`config.mk`:
```
export PLATFORM = sky130hd
export DESIGN_NAME = collision_top
export DESIGN_NICKNAME = d
export VERILOG_FILES = /design/src/game_pkg.sv /design/src/layer_sampler.sv /design/src/collision_matrix.sv /design/src/frame_event_latch.sv /design/src/wb_status_regs.sv /design/src/collision_top.sv
export SDC_FILE = /design/constraint.sdc
export NUM_CORES = 1
export LEC_CHECK = 0
export BUFFER_PORTS_ARGS = -buffer_cell sky130_fd_sc_hd__buf_2
export CAP_MARGIN = 10
export CORE_MARGIN = 2
export CORE_UTILIZATION = 54
export DETAILED_ROUTE_END_ITERATION = 16
export PLACE_DENSITY = 0.78
export SETUP_SLACK_MARGIN = 0.3
export SLEW_MARGIN = 25
export SYNTH_ARGS = -nofsm -noshare
export SYNTH_HDL_FRONTEND = slang
export SYNTH_HIERARCHICAL = 1
export SYNTH_SLANG_ARGS = --single-unit
```
`constraint.sdc`:
```
create_clock -name clk -period 2.3 [get_ports clk]
set_input_delay 0.23 -clock clk [delete_from_list [all_inputs] [get_ports clk]]
set_output_delay 0.23 -clock clk [all_outputs]
set_load 0.02 [all_outputs]
```
`src/game_pkg.sv`:
```
/*
  shared types and register map for the collision subsystem
  modules import this package for layer requests, event flags and the host bus
*/
`default_nettype none

package game_pkg;

	// bus and counter widths
	localparam int WB_DATA_W = 16;
	localparam int WB_ADDR_W = 2;
	localparam int FRAME_COUNT_W = 16;
	localparam int CTRL_BITS = 2; // one invulnerability bit per player

	typedef logic [WB_DATA_W-1:0] wb_data_t;
	typedef logic [WB_ADDR_W-1:0] wb_addr_t;
	typedef logic [FRAME_COUNT_W-1:0] frame_count_t; // frames since reset, wraps

	// host register map, word addresses
	localparam wb_addr_t REG_CONTROL = 2'd0;     // bit 0 player1, bit 1 player2 invulnerable
	localparam wb_addr_t REG_LAST_EVENTS = 2'd1; // summary of the previous frame
	localparam wb_addr_t REG_FRAME_COUNT = 2'd2; // frame counter
	// address 3 is unmapped and reads zero

	// one draw request per sprite or background layer, first field is the msb
	typedef struct packed {
		logic player1;
		logic player2;
		logic columns;
		logic wall;
		logic blast1;
		logic blast2;
		logic enemy1;
		logic enemy2;
		logic enemy3;
		logic bomb1;   // laid by player1
		logic bomb2;   // laid by player2
		logic door_idol;
		logic powerup;
		logic spikes;
	} layer_req_t;

	// collision events, also the layout of the last-frame summary register
	typedef struct packed {
		logic player1_blocked;
		logic player2_blocked;
		logic enemy1_blocked;
		logic enemy2_blocked;
		logic enemy3_blocked;
		logic enemy_blocked_any;
		logic blast_wall;
		logic player1_door;
		logic player1_powerup;
		logic player2_powerup;
		logic player1_hit;
		logic player2_hit;
		logic enemy1_kill;
		logic enemy2_kill;
		logic enemy3_kill;
		logic spare;   // always zero
	} event_t;

endpackage

`default_nettype wire

```
`src/layer_sampler.sv`:
```
/*
  input stage, registers all draw requests and the frame pulse on one edge
  so the collision rules always look at a single coherent pixel
*/
`timescale 1ns/1ns
`default_nettype none

module layer_sampler (
	input logic clk,
	input logic resetN,
	input game_pkg::layer_req_t layers_in,
	input logic start_of_frame,
	output game_pkg::layer_req_t sampled,
	output logic frame_start
);

	// requests and frame pulse move together, one cycle of latency
	always_ff @(posedge clk or negedge resetN) begin
		if (!resetN) begin
			sampled <= '0;
			frame_start <= 1'b0;
		end
		else begin
			sampled <= layers_in;
			frame_start <= start_of_frame; // lines up with the first pixel of the frame
		end
	end

endmodule

`default_nettype wire

```
`src/collision_matrix.sv`:
```
/*
  combinational collision rules, one sampled pixel in, one event vector out
  invulnerability bits come from the host control register
*/
`timescale 1ns/1ns
`default_nettype none

module collision_matrix (
	input game_pkg::layer_req_t sampled,
	input logic [1:0] invulnerable, // bit 0 player1, bit 1 player2
	output game_pkg::event_t events
);

	logic any_blast;
	logic any_enemy;
	logic solid;          // columns or wall
	logic enemy_obstacle; // what stops an enemy
	logic open_floor;     // no wall on this pixel
	logic danger;         // anything that hurts a player

	assign any_blast = sampled.blast1 | sampled.blast2;
	assign any_enemy = sampled.enemy1 | sampled.enemy2 | sampled.enemy3;
	assign solid = sampled.columns | sampled.wall;
	assign enemy_obstacle = solid | sampled.bomb1 | sampled.bomb2;
	assign open_floor = ~sampled.wall;
	assign danger = any_blast | any_enemy | sampled.spikes;

	always_comb begin
		events = '0;

		// a player can walk over its own bomb but not the other one's
		events.player1_blocked = sampled.player1 & (solid | sampled.bomb2);
		events.player2_blocked = sampled.player2 & (solid | sampled.bomb1);

		// enemies are stopped by either bomb
		events.enemy1_blocked = sampled.enemy1 & enemy_obstacle;
		events.enemy2_blocked = sampled.enemy2 & enemy_obstacle;
		events.enemy3_blocked = sampled.enemy3 & enemy_obstacle;
		events.enemy_blocked_any = events.enemy1_blocked
			| events.enemy2_blocked
			| events.enemy3_blocked;

		// columns are indestructible, only plain wall counts
		events.blast_wall = any_blast & sampled.wall & ~sampled.columns;

		// door and power-up hidden behind a wall are not reachable yet
		events.player1_door = sampled.player1 & sampled.door_idol & open_floor;
		events.player1_powerup = sampled.player1 & sampled.powerup & open_floor;
		events.player2_powerup = sampled.player2 & sampled.powerup & open_floor;

		events.player1_hit = sampled.player1 & danger & ~invulnerable[0];
		events.player2_hit = sampled.player2 & danger & ~invulnerable[1];

		// any blast kills, no matter who laid the bomb
		events.enemy1_kill = any_blast & sampled.enemy1;
		events.enemy2_kill = any_blast & sampled.enemy2;
		events.enemy3_kill = any_blast & sampled.enemy3;

		events.spare = 1'b0;
	end

endmodule

`default_nettype wire

```
`src/frame_event_latch.sv`:
```
/*
  turns raw per-pixel events into one pulse per event per frame
  and keeps the last-frame summary and the frame counter for the host
*/
`timescale 1ns/1ns
`default_nettype none

module frame_event_latch (
	input logic clk,
	input logic resetN,
	input game_pkg::event_t events,
	input logic frame_start,
	output game_pkg::event_t event_pulse,
	output game_pkg::event_t last_events,
	output game_pkg::frame_count_t frame_count
);

	import game_pkg::*;

	event_t seen;  // events already reported in the current frame
	event_t prior; // accumulator as the current pixel sees it
	event_t fresh; // first occurrences on this pixel

	// at frame_start the pixel already belongs to the new frame,
	// so it is compared against an empty accumulator
	assign prior = frame_start ? event_t'('0) : seen;
	assign fresh = events & ~prior;

	always_ff @(posedge clk or negedge resetN) begin
		if (!resetN) begin
			seen <= '0;
			event_pulse <= '0;
			last_events <= '0;
			frame_count <= '0;
		end
		else begin
			event_pulse <= fresh;       // single cycle, cleared next pixel unless new
			seen <= prior | events;

			if (frame_start) begin
				last_events <= seen;     // summary of the frame just ended
				frame_count <= frame_count + 1'b1; // wraps at full scale
			end
		end
	end

endmodule

`default_nettype wire

```
`src/wb_status_regs.sv`:
```
/*
  wishbone classic slave for the host, one wait-free ack per request
  holds the invulnerability control and reads back summary and frame count
*/
`timescale 1ns/1ns
`default_nettype none

module wb_status_regs (
	input logic clk,
	input logic resetN,
	input logic wb_cyc,
	input logic wb_stb,
	input logic wb_we,
	input game_pkg::wb_addr_t wb_adr,
	input game_pkg::wb_data_t wb_dat_w,
	output game_pkg::wb_data_t wb_dat_r,
	output logic wb_ack,
	input game_pkg::event_t last_events,
	input game_pkg::frame_count_t frame_count,
	output logic [1:0] invulnerable
);

	import game_pkg::*;

	logic request;   // valid classic cycle
	logic accept;    // request taken on this edge
	wb_data_t rd_mux;

	assign request = wb_cyc & wb_stb;

	// no ack in the cycle after an ack, so a held stb is not acked twice
	assign accept = request & ~wb_ack;

	// register read decode
	always_comb begin
		case (wb_adr)
			REG_CONTROL: rd_mux = {{(WB_DATA_W - CTRL_BITS){1'b0}}, invulnerable};
			REG_LAST_EVENTS: rd_mux = last_events;
			REG_FRAME_COUNT: rd_mux = frame_count;
			default: rd_mux = '0; // unmapped
		endcase
	end

	always_ff @(posedge clk or negedge resetN) begin
		if (!resetN) begin
			wb_ack <= 1'b0;
			invulnerable <= '0;
		end
		else begin
			wb_ack <= accept; // one clock after the request

			// writes elsewhere are acked and dropped
			if (accept && wb_we && wb_adr == REG_CONTROL)
				invulnerable <= wb_dat_w[CTRL_BITS-1:0];
		end
	end

	// read data is captured with the ack and held until the next read
	always_ff @(posedge clk) begin
		if (accept && !wb_we)
			wb_dat_r <= rd_mux;
	end

endmodule

`default_nettype wire

```
`src/collision_top.sv`:
```
/*
  collision subsystem top, pixel requests in, event pulses out
  sampler feeds the rule matrix, the latch feeds the game and the host registers
*/
`timescale 1ns/1ns
`default_nettype none

module collision_top (
	input logic clk,
	input logic resetN,
	input logic player1,
	input logic player2,
	input logic columns,
	input logic wall,
	input logic blast1,
	input logic blast2,
	input logic enemy1,
	input logic enemy2,
	input logic enemy3,
	input logic bomb1,
	input logic bomb2,
	input logic door_idol,
	input logic powerup,
	input logic spikes,
	input logic start_of_frame,
	input logic wb_cyc,
	input logic wb_stb,
	input logic wb_we,
	input game_pkg::wb_addr_t wb_adr,
	input game_pkg::wb_data_t wb_dat_w,
	output game_pkg::wb_data_t wb_dat_r,
	output logic wb_ack,
	output game_pkg::event_t event_pulse
);

	import game_pkg::*;

	layer_req_t layers;
	layer_req_t sampled;
	logic frame_start;
	logic [1:0] invulnerable;
	event_t events;
	event_t last_events;
	frame_count_t frame_count;

	assign layers = '{player1: player1, player2: player2, columns: columns, wall: wall,
		blast1: blast1, blast2: blast2, enemy1: enemy1, enemy2: enemy2, enemy3: enemy3,
		bomb1: bomb1, bomb2: bomb2, door_idol: door_idol, powerup: powerup,
		spikes: spikes};

	layer_sampler i_sampler (.clk, .resetN, .layers_in(layers), .start_of_frame,
		.sampled, .frame_start);

	collision_matrix i_matrix (.sampled, .invulnerable, .events);

	frame_event_latch i_latch (.clk, .resetN, .events, .frame_start, .event_pulse,
		.last_events, .frame_count);

	wb_status_regs i_regs (.clk, .resetN, .wb_cyc, .wb_stb, .wb_we, .wb_adr, .wb_dat_w,
		.wb_dat_r, .wb_ack, .last_events, .frame_count, .invulnerable);

endmodule

`default_nettype wire

```
=== Word-level counts from Yosys, hierarchy flattened ===
Index checks and enable logic that the tools add are counted.

* $add $sub $neg: 1
* Equality and inequality tests: 2
* Muxes and demuxes: 2
* Bitwise gates (word level): 41
* Reduce and logical (&&, ||, !) cells: 5

{| class="wikitable"
|+ Operators with widths
! kind !! number
|-
| 16-bit one-hot mux with 3 select lines || 1
|-
| 1-bit bitwise AND || 22
|-
| 16-bit by 1-bit adder with 16-bit output, second input constant || 1
|-
| 16-bit bitwise AND || 1
|-
| 16-bit 2-to-1 mux || 1
|-
| 16-bit NOT || 1
|-
| 16-bit OR || 1
|-
| 1-bit OR || 11
|-
| 1-bit NOT || 5
|-
| 1-bit logical AND || 3
|-
| 2-bit by 1-bit == test with 1-bit output, second input constant || 1
|-
| 2-bit == test, second input constant || 1
|-
| 2-bit logical NOT || 1
|-
| 1-bit logical NOT || 1
|}

* Register bits after elaboration: 98
* Input bits: 38
* Output and inout port bits: 33
* Word-level logic and storage cells: 118

=== Depth between registers and ports, before layout ===
Gate-level depths: netlist (run 1).

* Depth after elaboration: 7
* Gate-level depth with buffers: 5

=== By module ===
The synthesis (run 1) kept the hierarchy.

{| class="wikitable"
|+ By module, submodules not included
! module !! instances !! cells each !! area an instance (um^2) !! seq. area each (um^2)
|-
| frame_event_latch || 1 || 170 || 2404.8 || 1601.5
|-
| wb_status_regs || 1 || 50 || 818.3 || 555.5
|-
| layer_sampler || 1 || 15 || 375.4 || 375.4
|-
| collision_matrix || 1 || 23 || 166.4 || 0.0
|}

=== Worst setup path after synthesis (run 1) ===
No wires, ideal clock.

* Path type: reg2reg
* From: register i_regs.wb_ack
* To: register i_regs.wb_dat_r[0] (enable)
* Library setup time: 0.390 ns
* Arrival time: 1.488 ns
* Required time: 1.910 ns
* Setup slack: 0.422 ns
* Cell stages (with the launch flop): 3
* Clock period less this slack: 1.878 ns
* Path through: dfrtp_1 and3b_2 nor2b_1

* Cells in the longest elaborated chain, start to end: 3

{| class="wikitable"
|+ Ends and longest elaborated chain
! element !! line !! source
|-
| start, declared || wb_status_regs.sv:17 || <nowiki>output logic wb_ack,</nowiki>
|-
| start signal, assigned || wb_status_regs.sv:50 || <nowiki>wb_ack <= accept;</nowiki>
|-
| 1-bit NOT || wb_status_regs.sv:32 || <nowiki>assign accept = request & ~wb_ack;</nowiki>
|-
| 1-bit bitwise AND || wb_status_regs.sv:32 ||
|-
| named net i_regs.accept || wb_status_regs.sv:26 || <nowiki>logic accept;</nowiki>
|-
| 1-bit logical AND || wb_status_regs.sv:60 || <nowiki>if (accept && !wb_we)</nowiki>
|-
| end signal, assigned || wb_status_regs.sv:61 || <nowiki>wb_dat_r <= rd_mux;</nowiki>
|-
| end, declared || wb_status_regs.sv:16 || <nowiki>output game_pkg::wb_data_t wb_dat_r,</nowiki>
|}

The timed path passes the listed nets, and every way through them passes these cells.
A chain may end at the register's enable or synchronous reset.

=== Worst setup path after layout (run 1) ===
* From: register i_latch.frame_count[0]
* To: register i_latch.frame_count[10]

* Cells in the longest elaborated chain, start to end: 1

{| class="wikitable"
|+ Ends and longest elaborated chain
! element !! line !! source
|-
| start, declared || frame_event_latch.sv:15 || <nowiki>output game_pkg::frame_count_t frame_count</nowiki>
|-
| start signal, assigned || frame_event_latch.sv:42 || <nowiki>frame_count <= frame_count + 1'b1;</nowiki>
|-
| 16-bit by 1-bit adder with 16-bit output || frame_event_latch.sv:42 ||
|}

No other way between the ends.

==> results.sh, run 1 <==
export IMPL_min_to="i_regs/invulnerable[1]"
export IMPL_io_buffers=56
export IMPL_vias_per_cell=5.124
export IMPL_period_share=0.6748
export IMPL_drc_errors=0
export IMPL_synth_edf_count=16
export IMPL_grt_pass1_wl_um=10090
export IMPL_post_cts_setup_buffer_count=0
export IMPL_cts_buffers=9
export IMPL_initial_core_util=0.5572
export IMPL_worstPathRequired_ns=2.54
export IMPL_gp_congestion=0.8476
export IMPL_cts_root_buf="clkbuf_8"
export IMPL_synth_top_flop_cell="dfrtp_1"
export IMPL_worstReg2RegEnd="i_latch/frame_count[10]"
export IMPL_dr_total_vias=2157
export IMPL_finalPower_uw=3539
export IMPL_ys_types=36
export IMPL_syn_inst=258
export IMPL_fp_dieW_um=87.50
export IMPL_worstPathArrival_ns=1.79
export IMPL_drive_gt1_frac=0.3021
export IMPL_leakage_uw=0.002037
export IMPL_tightest_slew_ns=0.6461
export IMPL_cts_buffer_depth=2
export IMPL_dp_hpwl_um=4194
export IMPL_drt_pass1_iter_count=4
export IMPL_reg2reg_depth=5
export IMPL_endpoint_kind="register"
export IMPL_avgSynthCellArea_um2=14.59
export IMPL_hold_path_depth=2
export IMPL_r2r_start="i_latch/frame_count[0]"
export IMPL_ant_nets=0
export IMPL_ys_ff_latch=98
export IMPL_r2r_setup_slack_ns=0.75
export IMPL_coreArea_mm2=0.006756
export IMPL_wirelength_um=6039
export IMPL_worstHoldStart="wb_dat_w[1]"
export IMPL_antenna_found_initial=0
export IMPL_maxCapViolCount=0
export IMPL_fin_tns_setup_ns=0
export IMPL_hp_class="input pin to register"
export IMPL_startpoint_type="register"
export IMPL_outcome="finished, final reports clean"
export IMPL_power_density_mw_per_mm2=793.6
export IMPL_setup_violations=0
export IMPL_overflow=0
export IMPL_rows=30
export IMPL_syn_nets=297
export IMPL_io_pin_count=71
export IMPL_clkTransAtPathRegs_ns=0.09
export IMPL_max_slew_margin=0.5673
export IMPL_drt_iter0_drc=109
export IMPL_fmax_mhz=644.3
export IMPL_num_antenna_cells=0
export IMPL_routedWlPerCell_um=14.34
export IMPL_layout_min_cycle_time_ns=1.552
export IMPL_fin_nets=375
export IMPL_clk_latency_ns=0.35
export IMPL_first_global_vias=2165
export IMPL_slew_viol_final=0
export IMPL_synth_area_mm2=0.003765
export IMPL_finClkSkew_ns=0.004826
export IMPL_die_h_um=87.50
export IMPL_async_reset_ff_frac=0.8367
export IMPL_htree_levels=3
export IMPL_die_area_mm2=0.007656
export IMPL_rsz0062_at_grt="no"
export IMPL_postPlaceCellArea_mm2=0.004120
export IMPL_cts_tree="built"
export IMPL_cts_sinks=98
export IMPL_syn_to_final_growth_pct=18.44
export IMPL_irDropWorstVdd_uv=411.9
export IMPL_final_hold_viol_count=0
export IMPL_yosys_warnings=6
export IMPL_grt_start_max_net_pins=51
export IMPL_crit_type="register to register"
export IMPL_cp_max_fo=4
export IMPL_track_usage=0.1761
export IMPL_synth_seq_area_share=0.6726
export IMPL_fin_area_mm2=0.004459
==> per-stage QoR <==
step,setup WS [ns],hold WS (ns),util,cells
2_1_floorplan,0.4217,-0.06559,-,258
3_3_place_gp,0.7185,0.2953,0.6098,389
3_5_place_dp,0.6963,0.2900,0.6098,389
4_1_cts,0.7246,0.07515,0.6596,421
5_1_grt,0.6247,0.08023,0.6600,421
6_report,0.7479,0.09048,0.6600,421
==> worst max path at each step <==
stage | startpoint | endpoint | depth (start not counted)
finish | i_latch/frame_count[0] | i_latch/frame_count[10] | 5
global route | i_sampler/frame_start | i_latch/frame_count[11] | 4
CTS | i_latch/frame_count[0] | i_latch/frame_count[10] | 5
detailed placement | wb_adr[1] | i_regs/wb_dat_r[0] | 4
global placement | wb_adr[1] | i_regs/wb_dat_r[0] | 4
floorplan | i_regs/wb_ack | i_regs/wb_dat_r[0] | 2
==> cell usage in the layout (no fill, tap or decap), types with 2 or more instances in the layout <==
cell,count
a21oi_1,2
a22o_1,14
and2_1,16
and3_1,2
and3b_1,3
buf_2,55
buf_4,3
clkbuf_8,10
clkinv_2,3
dfrtp_1,82
dlygate4sd3_1,16
edfxtp_1,16
inv_6,2
mux2_1,2
mux2_2,17
mux2i_1,2
nand2_1,8
nand2b_1,34
nand3_1,3
nand3_2,3
nand4_1,2
nor2_1,5
nor2b_1,7
nor3_2,2
o21ai_1,2
o31a_1,2
xnor2_1,10
xor2_1,5
==> power breakdown <==
part | switching (µW) | internal, µW | total [µW] | leakage [µW]
Sequential | 165 | 1940 | 2110 | 0.00115
Clock | 564 | 425 | 989 | 0.0000972
Combinational | 213 | 228 | 442 | 0.000793
==> critical path: stages, from the launching register on <==
cell and delay [ns]:
dfrtp_1 0.46, ha_1 0.25, nand3_2 0.10, nor3_2 0.35, nand3_1 0.14, xnor2_1 0.14
==> state kept, by name, summed over array words and instances (netlist names) <==
register and flops:
i_sampler/frame_start 1, i_latch/last_events 16, i_latch/seen 16, i_regs/wb_ack 1, i_regs/wb_dat_r 16, i_regs/invulnerable 2
i_latch/frame_count 16, i_latch/event_pulse 16, i_sampler/sampled 14
==> area by class of cell <==
class | instances | area (µm²)
flip-flops and latches | 98 | 2532
fillers | 493 | 2297
multi-input cells | 152 | 1172
repair buffers | 75 | 478.0
clock buffers | 10 | 137.6
well taps | 80 | 100.1
clock inverters | 6 | 38.79
==> layer usage <==
metal	vias to the layer above	global-route usage	wire length [µm]
met5	-	0	0
met4	0	0.07552	81
met3	10	0.04265	306
met2	55	0.2755	2920
met1	1050	0.2378	2730
li1	1042	-	-
==> what timing repair did <==
| item | 4_1_cts | 5_1_grt |
|---|---|---|
| hold buffers | 16 | 0 |
| gates resized for setup | 0 | 0 |
| hold endpoints to repair | 64 | 0 |
==> kinds of logic after synthesis <==
group           count (synthesis)  synth area share
buf+inv                         8           0.01661
mux                            21           0.06215
xor+xnor                       15           0.03489
flops                          98            0.6726
other cells                     1         0.0009961
simple gates                   94            0.1668
fa+ha+maj                       1          0.003323
compound gates                 20           0.04254
==> cell usage after synthesis, types with 3 or more instances <==
cell	instances	area share
dfrtp_1	82	0.55
nand2b_1	34	0.056
mux2_2	17	0.051
and2_1	16	0.027
edfxtp_1	16	0.13
a22o_1	14	0.033
xnor2_1	10	0.023
nand2_1	8	0.0080
nor2b_1	8	0.013
nor2_1	5	0.0050
xor2_1	5	0.012
and3b_1	3	0.0070
buf_6	3	0.0090
nand3_1	3	0.0040
nand3_2	3	0.0080
Power figures use the tool's default switching activity.
==> run 2: changes to the inputs <==
- CORE_UTILIZATION: 54 -> 49
- PLACE_DENSITY: 0.78 -> 0.75
- clock period: 2.3 -> 1.4 ns (I/O delays scaled with it)
==> run 2 against run 1 <==
Effect of this change:
- core utilization up 0.27 points
- die area up 9.7%
- final cell count up 9.0%
==> results.sh, run 2 (synthesized netlist as in run 1, its figures left out) <==
export IMPL_outcome="finished, final reports clean"
export IMPL_crit_end="i_regs/wb_dat_r[7]"
export IMPL_endpoint_kind="register"
export IMPL_die_h_um=91.66
export IMPL_reg2reg_depth=3
export IMPL_wirelength_um=6454
export IMPL_overflow=0
export IMPL_cts_root_buf="clkbuf_8"
export IMPL_postPlaceCellArea_mm2=0.004228
export IMPL_syn_to_final_growth_pct=29.05
export IMPL_path_cells="and3b_2, nor2b_4, clkbuf_16"
export IMPL_hp_class="input pin to register"
export IMPL_worstPathArrival_ns=1.38
export IMPL_worstPathRequired_ns=1.48
export IMPL_ant_nets=0
export IMPL_fp_dieW_um=91.66
export IMPL_die_area_mm2=0.008401
export IMPL_num_antenna_cells=0
export IMPL_irDropWorstVdd_uv=846.5
export IMPL_io_pin_count=71
export IMPL_hold_ws_ns=0.02257
export IMPL_drc_errors=0
export IMPL_drt_pass1_iter_count=4
export IMPL_power_density_mw_per_mm2=1300
export IMPL_coreArea_mm2=0.007331
export IMPL_fin_area_mm2=0.004858
export IMPL_cp_max_fo=8
export IMPL_max_slew_margin=0.5747
export IMPL_grt_pass1_wl_um=10820
export IMPL_finalPower_uw=6318
export IMPL_finClkSkew_ns=0.009383
export IMPL_cts_buffer_depth=2
export IMPL_critPathMaxStageDelay_ns=0.38
export IMPL_gp_congestion=0.8602
export IMPL_r2r_start="i_regs/wb_ack"
export IMPL_cts_sinks=98
export IMPL_track_usage=0.1689
export IMPL_grt_start_max_net_pins=83
export IMPL_worst_path_buf_inv=1
export IMPL_startpoint_type="register"
export IMPL_dr_total_vias=2197
export IMPL_first_global_vias=2227
export IMPL_dp_hpwl_um=4124
export IMPL_slowest_stage="dfrtp_1"
export IMPL_drive_gt1_frac=0.3778
export IMPL_clkTransAtPathRegs_ns=0.08
export IMPL_htree_levels=3
export IMPL_period_share=0.9272
export IMPL_setup_violations=0
export IMPL_initial_core_util=0.5136
export IMPL_antenna_found_initial=0
export IMPL_worst_path_stages=3
export IMPL_crit_family="simple AND/OR/NAND/NOR gates"
export IMPL_slew_viol_final=0
export IMPL_final_common_cell="dfrtp_1"
export IMPL_io_buffers=56
export IMPL_vias_per_cell=4.786
export IMPL_maxCapViolCount=0
export IMPL_fin_nets=394
export IMPL_routedWlPerCell_um=14.06
export IMPL_clk_latency_ns=0.36
export IMPL_tightest_slew_ns=0.6351
export IMPL_leakage_uw=0.002220
export IMPL_drt_iter0_drc=97
export IMPL_layout_min_cycle_time_ns=1.298
export IMPL_r2r_setup_slack_ns=0.10
export IMPL_fmax_mhz=770.4
export IMPL_crit_type="register to register"
export IMPL_cts_tree="built"
export IMPL_final_cell_mix="dfrtp_1 (79), buf_2 (55), nand2b_1 (31), dlygate4sd3_1 (17), mux2_2 (17)"
export IMPL_worstReg2RegEnd="i_regs/wb_dat_r[7]"
export IMPL_crit_start="i_regs/wb_ack"
export IMPL_rows=31
export IMPL_final_hold_viol_count=0
export IMPL_rsz0062_at_grt="yes"
export IMPL_cts_buffers=9
-- run 2: area by class of cell --
cell class,instances,area (µm²)
Tap cell,99,123.9
Clock buffer,12,156.4
Fill cell,555,2472
Clock inverter,4,48.80
Multi-Input combinational cell,152,1277
Sequential cell,98,2536
Timing Repair Buffer,94,715.7
-- run 2: report_power, final --
part	switching, µW	internal, µW	total, µW
Sequential	290	3200	3490
Combinational	446	554	1000
Clock	897	933	1830
-- run 2: worst min-delay path by stage --
stage,slack [ns],from,cells after the start,endpoint
3_5_place_dp,0.20,resetN,2,i_sampler/sampled[8]
4_1_cts,0.002,wb_dat_w[1],2,i_regs/invulnerable[1]
6_report,0.02,wb_dat_w[0],2,i_regs/invulnerable[0]
2_1_floorplan,-0.16,resetN,0,i_latch/event_pulse[0]
5_1_grt,0.004,wb_dat_w[0],2,i_regs/invulnerable[0]
3_3_place_gp,0.20,resetN,2,i_latch/event_pulse[2]
-- run 2: repair_timing --
item                       CTS  global route
setup buffers                4             6
hold endpoints to repair    97             1
resized for setup           12            12
gates cloned                 2             1
hold buffers                16             1
setup endpoints to repair   70            73
pin swaps                    8             8
-- run 2: metal layers --
layer  up-vias  GRT usage  share of wire
li1       1079          -              -
met2        56     0.2745           0.50
met3         4    0.05259          0.041
met1      1058     0.2197           0.45
met5         -          0              0
met4         0    0.04924         0.0056
-- run 2: per-stage QoR --
| step | std cells | util | setup WS [ns] | setup TNS, ns |
|---|---|---|---|---|
| 2_1_floorplan | 258 | - | 0.006431 | 0 |
| 3_3_place_gp | 413 | 0.5767 | -0.03488 | -0.3709 |
| 3_5_place_dp | 413 | 0.5767 | -0.03907 | -0.3314 |
| 4_1_cts | 451 | 0.6465 | 0.1076 | 0 |
| 5_1_grt | 459 | 0.6627 | 0.04068 | 0 |
| 6_report | 459 | 0.6627 | 0.1019 | 0 |
==> run 3: changes to the inputs <==
- ABC_AREA: default -> 1
- CORE_UTILIZATION: 49 -> 52
- CTS_BUF_LIST: default -> sky130_fd_sc_hd__clkbuf_2
- PLACE_DENSITY: 0.75 -> 0.78
==> run 3 against run 2 <==
Effect of this change:
- the run now ends with negative hold slack left
- wire length grew 54%
- clock power decreased by 21%
- power increased by 3.2%
- sequential share of layout area down 5.5 points
- combinational power is 61% higher
- core utilization grew 4.9 points
- synthesized cell count increased by 67%
- non-clock buffer count increased by 22
- flip-flop and latch count did not move
==> results.sh, run 3 <==
export IMPL_outcome="finished with violations"
export IMPL_failed_checks="negative hold slack"
export IMPL_synth_top_family_by_area="simple AND/OR/NAND/NOR gates"
export IMPL_startpoint_type="register"
export IMPL_multi_input_area_mm2=0.001394
export IMPL_antenna_found_initial=0
export IMPL_rsz0062_at_grt="yes"
export IMPL_cts_buffers=9
export IMPL_setup_ws_ns=0.07698
export IMPL_synth_area_mm2=0.004063
export IMPL_clk_latency_ns=0.58
export IMPL_die_h_um=92.39
export IMPL_track_usage=0.2120
export IMPL_crit_type="register to output pin"
export IMPL_finClkSkew_ns=0.03358
export IMPL_post_route_util=0.7117
export IMPL_synth_seq_area_share=0.6233
export IMPL_leakage_uw=0.002777
export IMPL_period_share=0.9450
export IMPL_r2r_start="i_latch/frame_count[1]"
export IMPL_first_global_vias=3082
export IMPL_cts_root_buf="clkbuf_2"
export IMPL_drt_iter0_drc=294
export IMPL_power_density_mw_per_mm2=1198
export IMPL_endpoint_kind="output pin"
export IMPL_synth_top_flop_cell="dfrtp_1"
export IMPL_drive_gt1_frac=0.2940
export IMPL_ys_top_cells_by_area="dfrtp_1 (51%), nand2_1 (14%), edfxtp_1 (12%)"
export IMPL_path_cells="buf_6"
export IMPL_synth_fa_ha_area_frac=0.003080
export IMPL_synthSimpleGateAreaFrac=0.2565
export IMPL_synth_top_cell_by_area="dfrtp_1"
export IMPL_dr_total_vias=3375
export IMPL_dp_hpwl_um=5376
export IMPL_worst_path_stages=1
export IMPL_cts_tree="built"
export IMPL_wirelength_um=9937
export IMPL_die_area_mm2=0.008536
export IMPL_grt_start_max_net_pins=50
export IMPL_final_hold_viol_count=3
export IMPL_initial_core_util=0.5312
export IMPL_synth_edf_count=16
export IMPL_ff_latch_area_mm2=0.002541
export IMPL_async_reset_ff_frac=0.8367
export IMPL_avgSynthCellArea_um2=9.404
export IMPL_num_antenna_cells=0
export IMPL_r2r_setup_slack_ns=0.13
export IMPL_rows=32
export IMPL_hold_ws_ns=-0.01387
export IMPL_maxCapViolCount=0
export IMPL_gp_congestion=0.8767
export IMPL_io_pin_count=71
export IMPL_ys_ff_latch=98
export IMPL_io_buffers=56
export IMPL_fillerInstances=504
export IMPL_worstPathArrival_ns=1.18
export IMPL_syn_to_final_growth_pct=33.97
export IMPL_yosys_area_share_xor_xnor=0.01725
export IMPL_routedWlPerCell_um=15.22
export IMPL_fin_nets=585
export IMPL_ys_types=29
export IMPL_syn_inst=432
export IMPL_grt_pass1_wl_um=13860
export IMPL_layout_min_cycle_time_ns=1.323
export IMPL_final_cell_mix="nand2_1 (150), dfrtp_1 (75), inv_1 (52), buf_6 (31), buf_2 (30)"
export IMPL_dp_slack_ns=0.1598
export IMPL_coreArea_mm2=0.007647
export IMPL_clkTransAtPathRegs_ns=0.28
export IMPL_synth_top_area_share=0.5051
export IMPL_synth_compound_area_frac=0.02217
export IMPL_fp_dieW_um=92.39
export IMPL_yosys_warnings=6
export IMPL_overflow=0
export IMPL_cp_max_fo=1
export IMPL_fmax_mhz=755.8
export IMPL_slew_viol_final=0
export IMPL_ant_nets=0
export IMPL_worstReg2RegEnd="i_latch/frame_count[11]"
export IMPL_final_common_cell="nand2_1"
export IMPL_cts_sinks=98
export IMPL_yosysMostFrequentCell="nand2_1"
export IMPL_worst_path_buf_inv=1
export IMPL_vias_per_cell=5.168
export IMPL_reg2reg_depth=7
export IMPL_critPathMaxStageDelay_ns=0.47
export IMPL_synth_common_cells="nand2_1 (156), dfrtp_1 (82), inv_1 (53)"
export IMPL_hp_class="input pin to async pin"
export IMPL_muxShareOfSynthArea=0
export IMPL_worstPathRequired_ns=1.26
export IMPL_drc_errors=0
export IMPL_cts_buffer_depth=2
export IMPL_drt_pass1_iter_count=6
export IMPL_htree_levels=3
export IMPL_slowest_stage="dfrtp_1"
export IMPL_irDropWorstVdd_uv=707.5
export IMPL_crit_family="flip-flops"
export IMPL_syn_nets=471
export IMPL_setup_violations=0
run 3: cell families after synthesis:
group / count (synthesis)
adders and majority gates: 1
xor gates and xnor gates: 8
DFF: 98
AOI/OAI and AO/OA: 18
buffers and inverters: 69
and+or+nand+nor: 237
other: 1
run 3: through the flow:
stage	instance area [µm²]	instances	power (µW)	setup TNS, ns
finish	5443	653	6522	0
global route	5443	653	6837	-0.003340
CTS	5114	638	6049	0
detailed placement	4522	588	4342	0
global placement	4522	588	4308	0
floorplan	4090	432	4001	0
run 3: where the power goes:
group | total (µW) | leakage [µW] | internal (µW) | switching (µW)
Sequential | 3470 | 0.00115 | 3190 | 282
Clock | 1440 | 0.0000767 | 449 | 996
Combinational | 1610 | 0.00155 | 768 | 840
run 3: worst max path at each step:
stage	endpoint	from	slack [ns]
floorplan	i_regs/wb_dat_r[0]	i_regs/wb_ack	0.05
global placement	i_latch/frame_count[8]	i_latch/frame_count[0]	0.19
detailed placement	i_latch/frame_count[8]	i_latch/frame_count[0]	0.16
CTS	wb_dat_r[6]	i_regs/wb_dat_r[6]	0.06
global route	event_pulse[5]	i_latch/event_pulse[5]	-0.002
finish	event_pulse[12]	i_latch/event_pulse[12]	0.08
run 3: area by class of cell:
cell class / instances / area share
tap: 102 / 0.02345
clock buffer: 9 / 0.008276
timing repair buffer: 116 / 0.1906
clock inverter: 7 / 0.01517
sequential: 98 / 0.4669
inverter: 56 / 0.03954
multi-input combinational: 265 / 0.2561
run 3: routing by layer:
| layer | track usage | vias up | share of wire |
|---|---|---|---|
| met5 | 0 | - | 0 |
| met4 | 0.1045 | 0 | 0.031 |
| met3 | 0.03743 | 38 | 0.056 |
| met2 | 0.3656 | 172 | 0.52 |
| met1 | 0.2574 | 1605 | 0.39 |
| li1 | - | 1560 | - |
run 3: repair_timing:
action / CTS / global route
endpoints found under the hold margin: 104 / 6
setup buffers: 12 / 13
hold buffers: 22 / 1
setup endpoints to repair: 96 / 111
resized for setup: 46 / 54
gates cloned: 0 / 1
pin swaps: 13 / 23
